$ cat config.mk
export PLATFORM = sky130hd
export DESIGN_NAME = uart_rx
export DESIGN_NICKNAME = d
export VERILOG_FILES = /design/src/hw/uart_pkg.sv /design/src/hw/uart_rx.sv
export SDC_FILE = /design/constraint.sdc
export NUM_CORES = 1
export LEC_CHECK = 0
export BUFFER_PORTS_ARGS = -buffer_cell sky130_fd_sc_hd__buf_2
export CORE_AREA = 2 2 57 59
export DETAILED_ROUTE_END_ITERATION = 8
export DIE_AREA = 0 0 59 61
export SKIP_LAST_GASP = 1
export SYNTH_ARGS = -nofsm -noshare
export SYNTH_HDL_FRONTEND = slang
export SYNTH_SLANG_ARGS = --single-unit
export TNS_END_PERCENT = 20
$ cat constraint.sdc
create_clock -name sys_clk -period 2 [get_ports sys_clk]
set_input_delay 0.3 -clock sys_clk [delete_from_list [all_inputs] [get_ports sys_clk]]
set_output_delay 0.3 -clock sys_clk [all_outputs]
set_load 0.01 [all_outputs]
$ cat src/hw/uart_pkg.sv
// UART bit-level definitions
// Character type and line levels shared by the serializer and the sampler
package uart_pkg;

	// Data bits per character, no parity on this link
	localparam int unsigned DATA_BITS = 8;

	// One character as it travels on the line, LSB sent first
	typedef logic [DATA_BITS-1:0] uart_byte_t;

	// The line rests high between characters and a start bit pulls it low
	localparam logic LINE_IDLE   = 1'b1;
	localparam logic START_LEVEL = 1'b0;

endpackage

$ cat src/hw/uart_rx.sv
// UART receiver
// Synchronizes the serial input, finds the start edge and samples every
// bit at mid-bit, strobing byte_vld when the stop bit reads high
`timescale 1ns/100ps

module uart_rx #(
	parameter int unsigned CLK_FREQ_HZ = 50_000_000,
	parameter int unsigned BAUD_RATE   = 115_200
) (
	input  logic                 sys_clk,
	input  logic                 sys_rst_n,
	input  logic                 rxd,
	output uart_pkg::uart_byte_t byte_data,
	output logic                 byte_vld
);
	import uart_pkg::*;

	localparam int unsigned CLKS_PER_BIT = CLK_FREQ_HZ / BAUD_RATE;
	localparam int unsigned BAUD_W = (CLKS_PER_BIT > 1) ? $clog2(CLKS_PER_BIT) : 1;
	localparam int unsigned HALF_BIT = (CLKS_PER_BIT > 1) ? CLKS_PER_BIT / 2 : 1;
	localparam int unsigned BIT_W = $clog2(DATA_BITS);

	typedef enum logic [1:0] {
		RX_IDLE,
		RX_START,
		RX_DATA,
		RX_STOP
	} rx_state_t;

	rx_state_t         state;
	logic              rxd_meta;
	logic              rxd_sync;
	logic              rxd_prev;
	logic              start_edge;
	logic              bit_end;
	logic [BAUD_W-1:0] baud_cnt;
	logic [BIT_W-1:0]  bit_cnt;
	uart_byte_t        data_sr;

	assign start_edge = (rxd_prev == LINE_IDLE) && (rxd_sync == START_LEVEL);
	assign bit_end    = (baud_cnt == BAUD_W'(CLKS_PER_BIT - 1));
	assign byte_data  = data_sr;

	// Two flops against metastability, the third keeps the previous level
	always_ff @(posedge sys_clk or negedge sys_rst_n) begin
		if (!sys_rst_n) begin
			rxd_meta <= LINE_IDLE;
			rxd_sync <= LINE_IDLE;
			rxd_prev <= LINE_IDLE;
		end else begin
			rxd_meta <= rxd;
			rxd_sync <= rxd_meta;
			rxd_prev <= rxd_sync;
		end
	end

	always_ff @(posedge sys_clk or negedge sys_rst_n) begin
		if (!sys_rst_n) begin
			state    <= RX_IDLE;
			baud_cnt <= '0;
			bit_cnt  <= '0;
			byte_vld <= 1'b0;
		end else begin
			byte_vld <= 1'b0;
			case (state)
				RX_IDLE: begin
					baud_cnt <= '0;
					if (start_edge) begin
						state <= RX_START;
					end
				end
				RX_START: begin
					// A start bit that is high again at mid-bit was only a glitch
					if (baud_cnt == BAUD_W'(HALF_BIT - 1)) begin
						baud_cnt <= '0;
						bit_cnt  <= '0;
						state    <= (rxd_sync == START_LEVEL) ? RX_DATA : RX_IDLE;
					end else begin
						baud_cnt <= baud_cnt + 1'b1;
					end
				end
				RX_DATA: begin
					if (bit_end) begin
						baud_cnt <= '0;
						if (bit_cnt == BIT_W'(DATA_BITS - 1)) begin
							state <= RX_STOP;
						end else begin
							bit_cnt <= bit_cnt + 1'b1;
						end
					end else begin
						baud_cnt <= baud_cnt + 1'b1;
					end
				end
				RX_STOP: begin
					if (bit_end) begin
						baud_cnt <= '0;
						byte_vld <= (rxd_sync == LINE_IDLE);
						state    <= RX_IDLE;
					end else begin
						baud_cnt <= baud_cnt + 1'b1;
					end
				end
				default: state <= RX_IDLE;
			endcase
		end
	end

	// Bits arrive LSB first, so they enter at the top and move down
	always_ff @(posedge sys_clk) begin
		if (state == RX_DATA && bit_end) begin
			data_sr <= {rxd_sync, data_sr[DATA_BITS-1:1]};
		end
	end

endmodule

==> flow_metrics.env <==
export IMPL_viasPerCell=5.71
export IMPL_cts_clk_slew_worst_paths_ns=0.14
export IMPL_layout_drive_gt1_share_pct=22.8
export IMPL_antenna_left=0
export IMPL_die_y_um=61
export IMPL_cts_setup_buffers=0
export IMPL_die_w_um=59
export IMPL_r2r_start="bit_cnt[0]"
export IMPL_rows=20
export IMPL_cts_sinks=26
export IMPL_reg2reg_depth=5
export IMPL_dp_hpwl_um=1730
export IMPL_use_met1_pct=19.4
export IMPL_htree_levels=1
export IMPL_final_hold_viol_count=0
export IMPL_yosysSeqAreaShare_pct=54.1
export IMPL_worstHoldStart="rxd"
export IMPL_totalWireLength_um=2360
export IMPL_r2r_slack_ns=0.25
export IMPL_met2_usage_pct=24.8
export IMPL_status="completed"
export IMPL_grt_max_degree=19
export IMPL_min_path_type="primary input to flip-flop"
export IMPL_required_ns=2.21
export IMPL_n_antenna_cell=0
export IMPL_num_vias=890
export IMPL_cts_root_buf="clkbuf_4"
export IMPL_hold_depth=1
export IMPL_core_area_um2=2950
export IMPL_fin_crit_sh_pct=87.4
export IMPL_io_pins=12
export IMPL_crit_type="flip-flop to flip-flop"
export IMPL_period_needed_ns=1.75
export IMPL_busiest_layer="met2"
export IMPL_grt_ovfl_total=0
export IMPL_slew_headroom_pct=71.6
export IMPL_cts_inserted_buffers=3
export IMPL_grt_pass1_wl_um=4030
export IMPL_cts_tree="built"
export IMPL_use_met3_pct=1.92
export IMPL_place_congestion=0.848
export IMPL_p_leak_nw=0.602
export IMPL_crit_arrival_ns=1.95
export IMPL_cap_violations=0
export IMPL_yosysUniqueCellTypes=39
export IMPL_tightest_slew_ns=0.422
export IMPL_critPathMaxFanout=5
export IMPL_setup_viol=0
export IMPL_power_density_nw_per_um2=845
export IMPL_wl_per_cell_um=15.2
export IMPL_clock_skew_ns=0.00215
export IMPL_area_growth_pct=12.6
export IMPL_cts_buffer_depth=2
export IMPL_ys_ff_latch=26
export IMPL_maxSlewViolCount=0
export IMPL_grtUsageTotal_pct=15.0
export IMPL_setup_tns_ns=0
export IMPL_startpoint_type="flip-flop"
export IMPL_fp_dieArea_um2=3600
export IMPL_total_power_mw=1.22
export IMPL_grt_pass1_vias=899
export IMPL_fmax_ghz=0.572
export IMPL_drtIter0Drc=42
export IMPL_irDropWorstVdd_uv=561
export IMPL_holdPathEnd="rxd_meta"
export IMPL_syn_avg_cell_area_um2=12.0
export IMPL_antenna_found_initial=0
export IMPL_r2r_end="bit_cnt[0]"
export IMPL_syn_num_nets=115
export IMPL_cts_resized=0
export IMPL_rsz0062_at_grt="no"
export IMPL_critPathCaptureType="flip-flop"
export IMPL_portBuffers=11
export IMPL_place_inst=151
export IMPL_syn_cell_area_um2=1280
export IMPL_fin_cells=156
export IMPL_nets=132
export IMPL_drt_pass1_iter_count=4
export IMPL_start_util_pct=43.5
export IMPL_yosysWarnings=0
export IMPL_clk_latency_ns=0.32
export IMPL_synthCells=107
export IMPL_remaining_drc_errors=0
==> cells in the mapped netlist <==
library cell | n | area [µm²]
nand3_1 | 4 | 20.0
xor2_1 | 1 | 8.76
xnor2_1 | 2 | 17.5
o21ai_0 | 5 | 25.0
nand4b_1 | 1 | 8.76
nor4_1 | 1 | 6.26
o21a_1 | 1 | 7.51
or3b_2 | 1 | 8.76
dfrtp_1 | 15 | 375
nand4bb_4 | 1 | 27.5
o2111a_1 | 1 | 11.3
nor2b_1 | 3 | 18.8
o21ai_4 | 1 | 16.3
nor3b_1 | 1 | 7.51
or3_1 | 4 | 25.0
nand2b_1 | 1 | 6.26
or4_1 | 1 | 7.51
nand4_1 | 5 | 31.3
o31ai_1 | 2 | 15.0
nand4b_2 | 1 | 15.0
o211ai_1 | 6 | 45.0
edfxtp_1 | 8 | 240
o21bai_2 | 1 | 11.3
and4bb_2 | 1 | 12.5
a21boi_0 | 1 | 7.51
buf_6 | 1 | 11.3
clkbuf_1 | 1 | 3.75
nand2_1 | 3 | 11.3
and4b_1 | 1 | 10.0
a21oi_1 | 4 | 20.0
nor2_1 | 3 | 11.3
ha_1 | 5 | 62.6
buf_4 | 1 | 7.51
buf_2 | 1 | 5.00
nand4bb_1 | 1 | 11.3
a22oi_1 | 4 | 30.0
inv_1 | 8 | 30.0
dfstp_2 | 3 | 78.8
a211oi_1 | 2 | 15.0
==> per-layer routing <==
metal / share of wire (%) / up-vias
met1: 47 / 436
met3: 2.6 / 4
met2: 48 / 14
li1: - / 436
met4: 1.9 / 0
met5: 0 / -
==> power by group <==
group	internal [mW]	switching, mW
Combinational	0.0914	0.0862
Sequential	0.597	0.0876
Clock	0.203	0.157
Total	0.891	0.331
==> worst max-delay path, cell delays in order (launching register included) <==
cell      delay (ns)
dfrtp_1         0.44
ha_1            0.21
ha_1            0.24
or3b_2          0.48
o31ai_1         0.13
o211ai_1        0.14
==> metrics by stage <==
stage	setup slack (ns)	cell area, µm²	hold WS [ns]	util (%)
3_5_place_dp	0.260	1380	0.254	46.8
3_3_place_gp	0.330	1380	0.255	46.8
6_report	0.252	1450	0.0555	48.9
4_1_cts	0.244	1450	0.0419	48.9
5_1_grt	0.145	1450	0.0231	48.9
2_1_floorplan	0.0275	1280	0.00441	-
==> layout by cell type (no fill, tap or decap), drive strengths merged, types with 2 or more instances in the layout <==
master	count
dfrtp	15
buf	15
inv	8
edfxtp	8
o211ai	6
o21ai	6
nand4	5
ha	5
nand3	4
or3	4
a22oi	4
a21oi	4
nand2	3
nor2	3
nor2b	3
clkbuf	3
dfstp	3
xnor2	2
a211oi	2
o31ai	2
nand4bb	2
nand4b	2
==> sequential cells by signal, indices dropped and copies added, names as in the netlist, named ones only <==
signal,cells
baud_cnt,9
byte_data,8
bit_cnt,3
byte_vld,1
rxd_meta,1
rxd_prev,1
rxd_sync,1
state,1
==> kinds of logic (layout without fill, tap and decap cells) <==
| group | Yosys count | after routing | synth area share (%) |
|---|---|---|---|
| AOI/OAI and AO/OA | 28 | 28 | 15.9 |
| xor gates and xnor gates | 3 | 3 | 2.05 |
| adders and majority gates | 5 | 5 | 4.87 |
| buffers and inverters | 12 | 28 | 4.48 |
| DFF | 26 | 26 | 54.1 |
| and+or+nand+nor | 33 | 33 | 18.6 |
==> timing repair <==
action,CTS,global route
setup endpoints to repair,0,0
endpoints found under the hold margin,15,0
hold buffers,1,0
==> area by class of cell <==
| class | instances | area (µm²) |
|---|---|---|
| clock inverters | 1 | 30.0 |
| multi-input cells | 69 | 532 |
| well taps | 33 | 41.3 |
| repair buffers | 16 | 95.1 |
| clock buffers | 3 | 22.5 |
| flip-flops and latches | 26 | 694 |
| inverters | 8 | 30.0 |
| fillers | 278 | 1510 |
==> worst max path at each step <==
stage	start	end	slack, ns	cells after the start
2_1_floorplan	baud_cnt[1]	byte_data[0]	0.03	4
3_3_place_gp	bit_cnt[0]	bit_cnt[0]	0.33	5
3_5_place_dp	bit_cnt[0]	bit_cnt[1]	0.26	5
4_1_cts	bit_cnt[0]	bit_cnt[1]	0.24	5
5_1_grt	bit_cnt[0]	bit_cnt[1]	0.15	5
6_report	bit_cnt[0]	bit_cnt[0]	0.25	5
Note: power is estimated with default switching activity, not from simulation.
