--- src/hw/uart_pkg.sv ---
// UART bit-level definitions
// Character type and line levels shared by the serializer and the sampler
package uart_pkg;

	// Data bits per character, no parity on this link
	localparam int unsigned DATA_BITS = 8;

	// One character as it travels on the line, LSB sent first
	typedef logic [DATA_BITS-1:0] uart_byte_t;

	// The line rests high between characters and a start bit pulls it low
	localparam logic LINE_IDLE   = 1'b1;
	localparam logic START_LEVEL = 1'b0;

endpackage

--- src/hw/uart_tx.sv ---
// UART transmitter
// Sends one byte per request as start bit, data bits LSB first and
// STOP_BITS stop bits, then pulses byte_done in the last stop-bit cycle
`timescale 1ns/100ps

module uart_tx #(
	parameter int unsigned CLK_FREQ_HZ = 50_000_000,
	parameter int unsigned BAUD_RATE   = 115_200,
	parameter int unsigned STOP_BITS   = 1
) (
	input  logic                 sys_clk,
	input  logic                 sys_rst_n,
	input  uart_pkg::uart_byte_t byte_data,
	input  logic                 byte_req,
	output logic                 txd,
	output logic                 byte_done
);
	import uart_pkg::*;

	localparam int unsigned CLKS_PER_BIT = CLK_FREQ_HZ / BAUD_RATE;
	localparam int unsigned BAUD_W = (CLKS_PER_BIT > 1) ? $clog2(CLKS_PER_BIT) : 1;
	localparam int unsigned FRAME_BITS = 1 + DATA_BITS + STOP_BITS;
	localparam int unsigned BIT_W = $clog2(FRAME_BITS);

	logic                           busy;
	logic [BAUD_W-1:0]              baud_cnt;
	logic [BIT_W-1:0]               bit_cnt;
	logic [DATA_BITS+STOP_BITS-1:0] shift_reg;
	logic                           bit_end;
	logic                           last_bit;

	assign bit_end  = (baud_cnt == BAUD_W'(CLKS_PER_BIT - 1));
	assign last_bit = (bit_cnt == BIT_W'(FRAME_BITS - 1));

	assign byte_done = busy && last_bit && bit_end;

	always_ff @(posedge sys_clk or negedge sys_rst_n) begin
		if (!sys_rst_n) begin
			busy     <= 1'b0;
			txd      <= LINE_IDLE;
			baud_cnt <= '0;
			bit_cnt  <= '0;
		end else if (!busy) begin
			// The start bit goes on the line one cycle after the request
			if (byte_req) begin
				busy     <= 1'b1;
				txd      <= START_LEVEL;
				baud_cnt <= '0;
				bit_cnt  <= '0;
			end
		end else if (bit_end) begin
			baud_cnt <= '0;
			if (last_bit) begin
				busy <= 1'b0;
				txd  <= LINE_IDLE;
			end else begin
				bit_cnt <= bit_cnt + 1'b1;
				txd     <= shift_reg[0];
			end
		end else begin
			baud_cnt <= baud_cnt + 1'b1;
		end
	end

	// Data and stop bits wait here and move down one place per bit time
	always_ff @(posedge sys_clk) begin
		if (!busy && byte_req) begin
			shift_reg <= {{STOP_BITS{LINE_IDLE}}, byte_data};
		end else if (busy && bit_end && !last_bit) begin
			shift_reg <= shift_reg >> 1;
		end
	end

endmodule

--- config.mk ---
export PLATFORM = sky130hd
export DESIGN_NAME = uart_tx
export DESIGN_NICKNAME = d
export VERILOG_FILES = /design/src/hw/uart_pkg.sv /design/src/hw/uart_tx.sv
export SDC_FILE = /design/constraint.sdc
export NUM_CORES = 1
export LEC_CHECK = 0
export ABC_AREA = 1
export ABC_CLOCK_PERIOD_IN_PS = 2300
export BUFFER_PORTS_ARGS = -buffer_cell sky130_fd_sc_hd__clkbuf_2
export CORE_MARGIN = 2
export CORE_UTILIZATION = 25
export DETAILED_ROUTE_END_ITERATION = 10
export GPL_ROUTABILITY_DRIVEN = 0
export GPL_TIMING_DRIVEN = 0
export PLACE_DENSITY_LB_ADDON = 0.1
export RECOVER_POWER = 100
export SLEW_MARGIN = 5
export SYNTH_ARGS = -nofsm -noshare
export SYNTH_HDL_FRONTEND = slang
export SYNTH_SLANG_ARGS = --single-unit
export TNS_END_PERCENT = 10
--- constraint.sdc ---
create_clock -name sys_clk -period 2.3 [get_ports sys_clk]
set_clock_uncertainty 0.2 [all_clocks]
set_input_delay 0.345 -clock sys_clk [delete_from_list [all_inputs] [get_ports sys_clk]]
set_output_delay 0.345 -clock sys_clk [all_outputs]
set_load 0.005 [all_outputs]
==> results.md, run 1 <==
Die:
- The floorplan step defined a die boundary enclosing 6060 um^2.
- The vertical die dimension is around 80 um.
- For this configuration, the core starts out at a cell density of 26.3%.
- 13 I/O pins were placed.
- The core region area is slightly above 5000 um^2.
- In this run the core area contains 26 standard-cell rows.
- Measured along the x axis, the die boundary spans 77.8 um.

Logic synthesis:
- The register area share after synthesis is roughly 47%.
- The cell taking the most area after synthesis is dfrtp_1.
- Averaged over all synthesized cells, the footprint is 8.62 um^2.
- The post-synthesis async set-or-reset flop share is between 60% and 70%.
- The count of flip-flops with a built-in enable after synthesis is 8.
- In this run, synthesis produced a sequential element count of 24.
- The share of the synthesized area in the top cell type is 25.7%.
- Ranked by total cell area, the synthesized netlist is headed by dfrtp_1, edfxtp_1, nand2_1, nor2_4, nand3_1.
- Synthesis produced between 150 and 200 cells.
- The netlist area before placement is ~1400 um^2.
- The number of nets handed over by synthesis was 173.
- The Yosys step of the flow raised 0 warnings.
- The main flop type after synthesis is dfrtp_1.
- The count of different cell masters after synthesis is 27.

Clock network:
- The clock tree root buffer cell is clkbuf_8.
- The clock net in this run drives a total of 24 sinks.
- Counting along the longest clock path gives a buffer depth of 2.
- TritonCTS built the clock tree.
- The insertion delay to the later sink of the worst-skew pair is roughly 270 ps.
- The number of setup buffers added after CTS is 0.
- In this run the number of H-tree levels came out at 1.
- Clock-pin slew was measured on the worst setup and hold paths at about 100 ps.
- The number of cells upsized or downsized after cts is 0.
- Counting the buffers created by CTS gives 3.

Route:
- After detailed routing, the average wire length per cell comes to 11.4 um.
- Before antenna repair, the detailed router went through 4 iterations.
- The per-cell via count in the routed design is 4.24.
- The detailed router placed 1040 vias in this run.
- The final layout contains routed wiring with a total length of 2.79 mm.
- The residual DRC count is 0.
- In this run the remaining antenna-violating nets after routing total 0.
- After the first detailed-routing iteration, the DRC count stood at 52.

Setup path:
- The nature of the critical path endpoint is an output port.
- Data on the critical path arrives at its endpoint at roughly 1600 ps.
- STA classifies the critical path startpoint as a flip-flop.
- Walking the worst path, the cells encountered are inv_1, ha_1, nand4_1, nor2_4, nand2_2, nor2_4, clkbuf_2.
- The critical-path maximum fanout is 3.
- Data on the critical path is required at its endpoint by 1750 ps.
- The start-to-end type of the worst setup path is reg -> out.
- The biggest cell delay along the critical path is 410 ps.
- The master of the slowest instance on the critical path is dfrtp_1.
- The most numerous cell on the critical path is nor2_4.

Power and ir drop:
- Across the VDD grid, the largest voltage drop is between 200 and 300 uV.
- In this run the static leakage power is approximately 0.75 nW.
- In this run the power density over the cells is 949 nW/um^2.

Final layout:
- The share of layout cells above drive strength 1 is 20.0%.
- The count of antenna diodes in the layout is 0.
- The post-layout net count is 191.
- The layout-stage area growth over the synthesis result is 15.3%.
- The end-of-flow core utilization is 30.4%.

Hold path:
- The type of the worst min-delay path is in -> reg.

Timing:
- The final count of pins violating max slew came to 0.
- For the pin with the worst max-slew slack, the measured transition is 865 ps.
- The final critical path takes up between 90% and 100% of the cycle.
- The final hold violation count is 0.
- The maximum achievable frequency is 471 MHz.
- The worst slew margin relative to its limit is approximately 42%.
- Setup repair after global routing left no endpoint under its margin.
- The final period demand of the worst path is between 2000 and 2500 ps.
- Final hold analysis gives a worst-case slack of 134 ps.
- The final count of negative-setup-slack endpoints is 0.
- Adding up every negative setup slack in the final design gives 0 ps.

Global routing:
- For this run, the total global-route usage over all layers was measured as 10.5%.
- The overflow left after global routing is 0.
- The first global-routing pass estimated 5.02 mm of wire.
- The initial antenna violation count came to 0.
- The number of global-route vias before repair came to 1088.
- The pin count of the biggest net entering global routing is 16.

Run:
- The number of max-capacitance violations reported is 0.

Placement:
- In this run the tool buffered the top-level ports with 12 buffer cells.
- Once detailed placement completed, the half-perimeter wirelength came to 2.13 mm.

Outcome:
- The run finished with clean final reports.
## cell families (layout without fill, tap and decap cells)
| kind of cell | after synthesis | in the layout | share of synthesized area (%) |
|---|---|---|---|
| buf+inv | 19 | 36 | 6.06 |
| simple gates | 97 | 97 | 36.8 |
| compound gates | 10 | 10 | 4.13 |
| fa+ha+maj | 4 | 4 | 3.67 |
| xor+xnor | 4 | 4 | 2.57 |
| flops | 24 | 24 | 46.7 |
## metrics by stage
step | worst slack (ps) | instance area (um^2) | total power, W | cells
floorplan | 616 | 1360 | 0.00101 | 158
global placement | 363 | 1510 | 0.00111 | 240
detailed placement | 315 | 1510 | 0.00113 | 240
CTS | 164 | 1590 | 0.00152 | 245
global route | 30.7 | 1570 | 0.00162 | 245
finish | 176 | 1570 | 0.00149 | 245
## power by group
| group | internal [W] | switching [W] | leakage, nW |
|---|---|---|---|
| combinational | 0.000175 | 0.000238 | 0.457 |
| clock | 0.000233 | 0.000150 | 0.0357 |
| sequential | 0.000549 | 0.000148 | 0.253 |
## Yosys cell counts (2+ instances only)
cell type,instances
nand4_1,5
o21ai_1,2
edfxtp_1,8
nand2_2,2
ha_1,4
nor2_2,3
nand2_4,3
xor2_1,3
nor2_4,5
inv_1,12
nand2_1,54
nand3_1,11
o21ai_0,4
nor2_1,9
dfrtp_1,14
nand3b_1,2
inv_2,5
o22ai_1,3
## final cells by class
type	instances	area [um^2]
clock buffers	3	41.3
repair buffers	13	68.8
multi-input cells	115	628
flip-flops and latches	24	637
clock inverters	1	30.0
fillers	554	3600
inverters	17	63.8
plain buffers	2	15.0
well taps	70	87.6
## per-layer routing
| layer | vias up | global-route usage (%) | part of all wire (%) |
|---|---|---|---|
| met5 | - | 0 | 0 |
| met4 | 0 | 4.46 | 1.4 |
| met3 | 4 | 2.33 | 4.1 |
| met2 | 21 | 17.1 | 46 |
| met1 | 473 | 13.2 | 49 |
| li1 | 542 | - | - |
## worst paths after layout
kind,from,to,slack [ps],cells past startpoint
hold / removal,byte_data[5],shift_reg[5]$_DFFE_PP_,130,3
hold reg to reg,shift_reg[8]$_SDFFE_PP1P_,shift_reg[8]$_SDFFE_PP1P_,270,2
max in group asynchronous,sys_rst_n,bit_cnt[0]$_DFFE_PN0P_,880,2
setup reg to reg,busy$_DFF_PN0_,shift_reg[6]$_DFFE_PP_,240,3
setup / recovery,baud_cnt[1]$_DFFE_PN0P_,byte_done,180,7
min in group asynchronous,sys_rst_n,baud_cnt[5]$_DFFE_PN0P_,490,2
## critical path: cells and delay by family, from the launching register on
kind	cells	cell delay [ps]
buffers and inverters	2	200
adders and majority gates	1	210
and+or+nand+nor	4	500
DFF	1	410
## cells in the final DEF, fill, tap and decap left out, types with 4 or more instances in the layout
cell type and instances:
o21ai_0 4, nand3_1 11, dfrtp_1 14, inv_1 12, nand2_1 54, edfxtp_1 8
nor2_1 11, inv_2 5, nand4_1 5, ha_1 4, clkbuf_2 11
## timing repair
item	4_1_cts	5_1_grt
endpoints found under the setup margin	0	0
hold buffers	1	0
hold endpoints to repair	14	0
Power figures use the tool's default switching activity.
==> run 2: changes to the inputs <==
- BUFFER_PORTS_ARGS: -buffer_cell sky130_fd_sc_hd__clkbuf_2 -> -buffer_cell sky130_fd_sc_hd__buf_2
==> results.md, run 2 (synthesis gave the netlist of run 1 again) <==
Final layout:
- Cells with a size suffix above 1 make up 19.4% of the layout.
- The area occupied by multi-input gates is roughly 630 um^2.
- In the layout the commonest cells are nand2_1, dfrtp_1, inv_1.
- The layout-stage area growth over the synthesis result is 13.3%.
- Leaving out fill and tap cells, the most frequent cell in the layout is nand2_1.
- The count of antenna diodes in the layout is 0.
- Counting the fill cells in the layout gives 563.
- The post-layout net count is around 190.
- The sequential cells in the finished layout cover a total of 637 um^2.

Placement:
- The post-detailed-placement half-perimeter wirelength is approximately 2.2 mm.
- The quantity of I/O buffers inserted on ports is 12.
- The post-placement setup slack is around 340 ps.

Timing:
- Setup repair after global routing left no endpoint under its margin.
- The worst slew margin relative to its limit is 41.9%.
- The final hold violation count came to 0.
- Across all hold checks on the routed design, the worst slack comes to approximately 140 ps.
- The sum of negative setup slack is 0 ps.
- The final count of pins violating max slew was 0.
- The final cycle utilization of the critical path is 91.8%.
- The worst path in the final design needs a cycle of about 2100 ps, including I/O delays and setup.
- The transition time at the pin with the least slew margin is 872 ps.
- The worst path meets setup with between 150 and 200 ps of slack.
- The final count of negative-setup-slack endpoints is 0.
- The maximum achievable frequency is 473 MHz.

Power and ir drop:
- The standby leakage power is 0.730 nW.
- The maximum resistive drop on vdd is 236 uV.
- Power spread over the standard cell area amounts to 892 nW/um^2.

Route:
- Signal routing reaches up to met4.
- For this run, the detailed router's first-pass iteration total came to 4.
- The per-cell via count in the routed design is 4.22.
- The final routed wire length divided by cell count is 11.6 um.
- The first-iteration detailed-routing DRC count is 53.
- In the routed design, unresolved DRC markers number 0.
- The met2 routed wirelength is 1.28 mm.
- The final route contains 1034 vias.
- The total routed wirelength is 2.84 mm.
- After detailed routing, the wire length on met1 is 1.43 mm.
- The post-route antenna net violation count is 0.
- The met3 wirelength from detailed routing is 103 um.

Setup path:
- The endpoint of the worst register-to-register path is shift_reg[2]$_DFFE_PP_.
- Walking the worst path, the cells encountered are inv_1, ha_1, nand4_1, nor2_4, nand2_2, nor2_4, buf_2.
- The worst-case register-to-register setup slack is between 200 and 250 ps.
- The critical path starts at baud_cnt[1]$_DFFE_PN0P_.
- The nature of the critical path startpoint is a flip-flop.
- The endpoint arrival time on the critical path is roughly 1600 ps.
- On the critical path, the stage with the largest delay is an instance of dfrtp_1.
- The start-to-end type of the worst setup path is reg -> out.
- Along the worst path, the maximum fanout reaches 3.
- Counting both buffers and inverters, the worst setup path holds a total of 2.
- The most numerous cell type found on the critical path is nor2_4.
- The biggest cell delay along the critical path is 410 ps.
- The worst flop-to-flop path startpoint is busy$_DFF_PN0_.
- The cell family contributing the most delay on the critical path is simple AND/OR/NAND/NOR gates.
- The worst setup path is captured at an output port.
- Counting cells, the worst reg-to-reg path comes to 3.
- The data required time at the worst endpoint is 1750 ps.

Global routing:
- The initial antenna violation count is 0.
- The first global-routing pass estimated roughly 5 mm of wire.
- The total routing usage reported by global routing is 10.4%.
- Entering global routing, the biggest net connects 16 pins.
- The number of global-route vias before repair is 1064.
- The overflow left after global routing is 0.

Clock network:
- The maximum buffer depth of the clock tree is 2.
- The clock buffer count from CTS is 3.
- In this run, post-CTS repair resized a total of 0 instances.
- Clock-pin slew was measured on the worst setup and hold paths at 90 ps.
- The tree is rooted in a clkbuf_8.
- In this run the number of H-tree levels came out at 1.
- TritonCTS built the clock tree.
- The tree built by TritonCTS fans out to 24 sinks.
- Clock latency on the worst-skew pair, taken at its later pin, is 260 ps.

Outcome:
- The run finished with clean final reports.

Die:
- The region available for standard cell placement spans 5170 um^2.
- For this configuration, the core starts out at a cell density of 26.3%.
- The die covers approximately 6100 um^2.
- After floorplanning, the core was divided into 26 placement rows.
- The die is 77.8 um tall.
- During I/O placement, the number of pins put on the boundary was 13.
- Measured along the x axis, the die boundary spans 77.8 um.

Run:
- The number of max-capacitance violations reported is 0.

Hold path:
- Counting instances, the worst hold path has a depth of 3.
- For hold timing, the worst endpoint is shift_reg[6]$_DFFE_PP_.
- The min-delay analysis places its worst path in the category in -> reg.
- The worst hold path begins at byte_data[6].
run 2: cell count changes in the layout (fill, tap and decap cells not counted):
cell	delta
clkbuf_2	-11
buf_2	+10
clkbuf_1	+2
bufinv_16	-1
dfstp_1	-1
dfstp_2	+1
run 2: metrics by stage:
| step | cell area [um^2] | util, % | instances | total power (W) |
|---|---|---|---|---|
| after global placement | 1510 | 29.2 | 240 | 0.00111 |
| final | 1540 | 29.8 | 245 | 0.00138 |
| after global routing | 1540 | 29.8 | 245 | 0.00150 |
| after CTS | 1570 | 30.3 | 245 | 0.00141 |
| after floorplan | 1360 | - | 158 | 0.00101 |
| after detailed placement | 1510 | 29.2 | 240 | 0.00113 |
run 2: worst max path at each step:
stage / slack (ps) / to / depth (start not counted)
final: 190 / byte_done / 7
after global routing: 50 / byte_done / 7
after CTS: 160 / byte_done / 7
after detailed placement: 340 / shift_reg[4]$_DFFE_PP_ / 6
after global placement: 360 / shift_reg[4]$_DFFE_PP_ / 6
after floorplan: 620 / shift_reg[0]$_DFFE_PP_ / 4
run 2: tightest hold or removal path, cell delays in order:
cell     delay (ps)
buf_2            70
nand2_1          40
nand2_1          50
run 2: final cells by class:
cell class	instances	share of cell area (%)
Buffer	2	0.972
Clock buffer	4	2.92
Inverter	17	4.13
Multi-Input combinational cell	115	40.7
Sequential cell	24	41.2
Tap cell	70	5.67
Timing Repair Buffer	13	4.38
run 2: what timing repair did:
action / in CTS / in global routing
hold buffers: 1 / 0
hold endpoints to repair: 14 / 0
buffers inserted: 0 / 0
run 2: layer usage:
layer,vias up,global-route usage (%)
li1,540,-
met1,479,14.3
met2,13,16.3
met3,2,2.09
met4,0,3.21
met5,-,0
run 2: power breakdown:
group / switching [W] / leakage (nW) / internal, W
clock network: 0.000138 / 0.0228 / 0.000124
registers: 0.000147 / 0.254 / 0.000551
logic: 0.000243 / 0.453 / 0.000175
total: 0.000527 / 0.730 / 0.000849
==> run 3: changes to the inputs <==
- ABC_AREA: 1 -> default
- CORE_MARGIN: 2 -> 3
==> results.md, run 3 <==
Timing:
- Setup violations remaining at the end of the flow were counted as 0.
- The maximum achievable frequency is 463 MHz.
- The sum of negative setup slack is 0 ps.
- For the pin with the worst max-slew slack, the measured transition is 859 ps.
- Setup repair after global routing left no endpoint under its margin.
- The final count of pins violating max slew is 0.
- Headroom to the max-slew limit came out at between 40% and 50%.
- The worst path in the final design needs a cycle of roughly 2200 ps, including I/O delays and setup.
- The final hold violation count is 0.
- The final cycle utilization of the critical path is a little over nine tenths.

Hold path:
- The type of the worst min-delay path is in -> reg.
- The end of the worst hold path is shift_reg[5]$_DFFE_PP_.
- The startpoint identified for the worst hold timing path is byte_data[5].
- The worst hold path stage count is 3.

Placement:
- The count of buffers added on input and output ports is 12.
- The post-detailed-placement half-perimeter wirelength is 1.97 mm.
- The instance area after placement is between 1000 and 1500 um^2.

Outcome:
- The flow ran to the end, and the final reports show no timing, DRC or antenna violations.

Logic synthesis:
- Yosys printed 0 warnings.
- The commonest cells after synthesis are nand2_1, dfrtp_1, nand3_1, o21ai_0, edfxtp_1.
- The top cell type by area accounts for about 28% of the synthesized area.
- The count of flip-flops with a built-in enable after synthesis is 8.
- For this run, the register share of the synthesized area comes to 50.1%.
- In the post-synthesis netlist, the cell with the most instances is nand2_1.
- Summed over all instances, the cell type with the most area after synthesis is dfrtp_1.
- Synthesis produced a netlist with a net count of 145.
- Counting every instance in the synthesized netlist gives 130.
- By area the synthesized netlist is led by dfrtp_1, edfxtp_1, nand2_1, ha_1, nand3_1.
- The netlist area before placement is 1270 um^2.
- The number of different library cells used by synthesis comes to 40.
- The synthesized design contains 24 register bits.
- After synthesis, the share of flip-flops with an asynchronous set or reset is 62.5%.
- The main flop type after synthesis is dfrtp_1.
- After synthesis, the mean cell area works out to just under 10 um^2.

Route:
- Dividing the detail-routed wire length by the instance count gives 12.8 um.
- The per-cell via count in the routed design is 4.57.
- After detailed routing, the number of remaining DRC violations is 0.
- The detail route stage leaves a number of antenna-violating nets equal to 0.
- The final layout contains routed wiring with a total length of around 2.7 mm.
- The via count is 983.
- The first-iteration detailed-routing DRC count is 35.
- The count of TritonRoute iterations in the first routing pass is 4.

Global routing:
- The pin count of the biggest net entering global routing is 16.
- The number of global-route vias before repair is 939.
- The first global-routing pass estimated 4.58 mm of wire.
- Global routing used 9.65% of the available tracks.
- The initial antenna violation count is 0.
- The overflow left after global routing is 0.

Setup path:
- The kind of cell adding the most delay to the critical path is simple AND/OR/NAND/NOR gates.
- The endpoint of the worst register-to-register path is baud_cnt[8]$_DFFE_PN0P_.
- The critical-path maximum fanout is 9.
- The worst flop-to-flop path startpoint is baud_cnt[1]$_DFFE_PN0P_.
- STA classifies the critical path endpoint as an output port.
- The biggest cell delay along the critical path is 370 ps.
- The timing startpoint of the critical path is baud_cnt[2]$_DFFE_PN0P_.
- The master of the slowest instance on the critical path is dfrtp_1.
- The signal on the critical path passes through buf_4, nor4b_2, nand3_1, nor3_4, buf_2.
- The data required time at the worst endpoint is 1750 ps.
- The critical path is of the reg -> out type.
- The number of cell instances on the worst register-to-register path is 6.
- The critical path contains buffers and inverters numbering 2 combined.
- The worst-case register-to-register setup slack is 240 ps.
- The nature of the critical path startpoint is a flip-flop.
- The endpoint arrival time on the critical path is 1610 ps.

Final layout:
- The layout-stage area growth over the synthesis result is 16.4%.
- The post-layout net count is 164.
- The library cells used most frequently in the layout, excluding fill and tap cells, are nand2_1, dfrtp_1, buf_2.
- The library cell used most frequently in the layout, excluding fill and tap cells, is nand2_1.
- After routing the design area is between 1000 and 1500 um^2.
- The count of antenna diodes in the layout is 0.
- The share of layout cells above drive strength 1 is 16.9%.

Power and ir drop:
- The power per cell area is 875 nW/um^2.
- The cell-internal power is slightly below 0.0009 W.
- The sequential fraction of design power is roughly 50%.
- The worst-case IR drop observed on VDD is about 240 uV.
- The standby leakage power is about 0.63 nW.
- The post-route total power is 0.00129 W.
- Net switching is 31.6% of the power.
- The clock group share of total power is 29.8%.
- Per report_power, the combinational group accounts for 20.5% of the total.
- The net load switching power is 0.000409 W.

Die:
- The floorplan step defined a core boundary enclosing 4820 um^2.
- The die outline area is 5970 um^2.
- The floorplan has 25 rows.
- The floorplan step set the die height to 77.3 um.
- The die width is between 70 and 80 um.
- During I/O placement, the number of pins put on the boundary was 13.
- For this configuration, the core starts out at a cell density of about a quarter.

Clock network:
- The clock buffer count from CTS is 3.
- The insertion delay to the later sink of the worst-skew pair is 270 ps.
- The sink count of the clock tree is 24.
- In this run the clock root is driven by a clkbuf_8.
- The clock passes through at most 2 buffers.
- The number of H-tree levels is 1.
- Clock-pin slew was measured on the worst setup and hold paths at 90 ps.
- The TritonCTS clock tree is built.

Run:
- Max-cap violations in this run came to 0.
==> run 3: how the worst max path moves through the flow <==
stage	to	slack, ps	cells past startpoint
2_1_floorplan	shift_reg[0]$_DFFE_PP_	490	5
3_3_place_gp	shift_reg[0]$_DFFE_PP_	240	4
3_5_place_dp	shift_reg[0]$_DFFE_PP_	190	3
4_1_cts	byte_done	10	5
5_1_grt	byte_done	20	5
6_report	byte_done	140	5
==> run 3: final cells by class <==
type,count,area (um^2)
inverter,5,18.8
buffer,4,20.0
multi-input combinational,97,569
sequential,24,638
timing repair buffer,14,76.3
fill,516,3340
tap,67,83.8
clock inverter,1,30.0
clock buffer,3,41.3
==> run 3: metal layers <==
metal | GRT usage (%) | up-vias | share of wire [%]
met5 | 0 | - | 0
met4 | 3.91 | 0 | 1.2
met3 | 2.35 | 4 | 3.7
met2 | 14.5 | 19 | 45
met1 | 13.2 | 458 | 50
li1 | - | 502 | -
==> run 3: power groups by stage <==
stage               clock (W)  combinational (W)  sequential, W
CTS                  0.000396           0.000282       0.000652
floorplan                   0           0.000225       0.000628
finish               0.000385           0.000265       0.000643
global route         0.000420           0.000301       0.000653
detailed placement          0           0.000278       0.000658
global placement            0           0.000276       0.000658
==> run 3: worst min-delay path: cells and delay by family <==
| kind | cells | cell delay [ps] |
|---|---|---|
| AND/OR/NAND/NOR | 2 | 80 |
| buffers and inverters | 1 | 70 |
==> run 3: kinds of logic (layout without fill, tap and decap cells) <==
| kind of cell | Yosys count | in the layout | share of synthesized area [%] |
|---|---|---|---|
| DFF | 24 | 24 | 50.1 |
| AOI/OAI and AO/OA | 25 | 25 | 15.0 |
| adders and majority gates | 4 | 4 | 3.94 |
| buffers and inverters | 9 | 27 | 3.05 |
| xor gates and xnor gates | 2 | 2 | 1.38 |
| and+or+nand+nor | 66 | 66 | 26.5 |
==> run 3: metrics by stage <==
| step | setup slack (ps) | utilization (%) | hold WS [ps] | instances |
|---|---|---|---|---|
| 2_1_floorplan | 486 | - | -151 | 130 |
| 3_3_place_gp | 244 | 29.4 | 86.0 | 209 |
| 3_5_place_dp | 193 | 29.4 | 85.4 | 209 |
| 4_1_cts | 13.8 | 31.2 | 119 | 214 |
| 5_1_grt | 16.9 | 30.7 | 122 | 215 |
| 6_report | 142 | 30.7 | 124 | 215 |
==> run 3: repair_timing <==
item,4_1_cts,5_1_grt
setup buffers,0,1
endpoints found under the hold margin,14,0
setup endpoints to repair,1,1
resized for setup,2,1
hold buffers,1,0
pin swaps,0,2
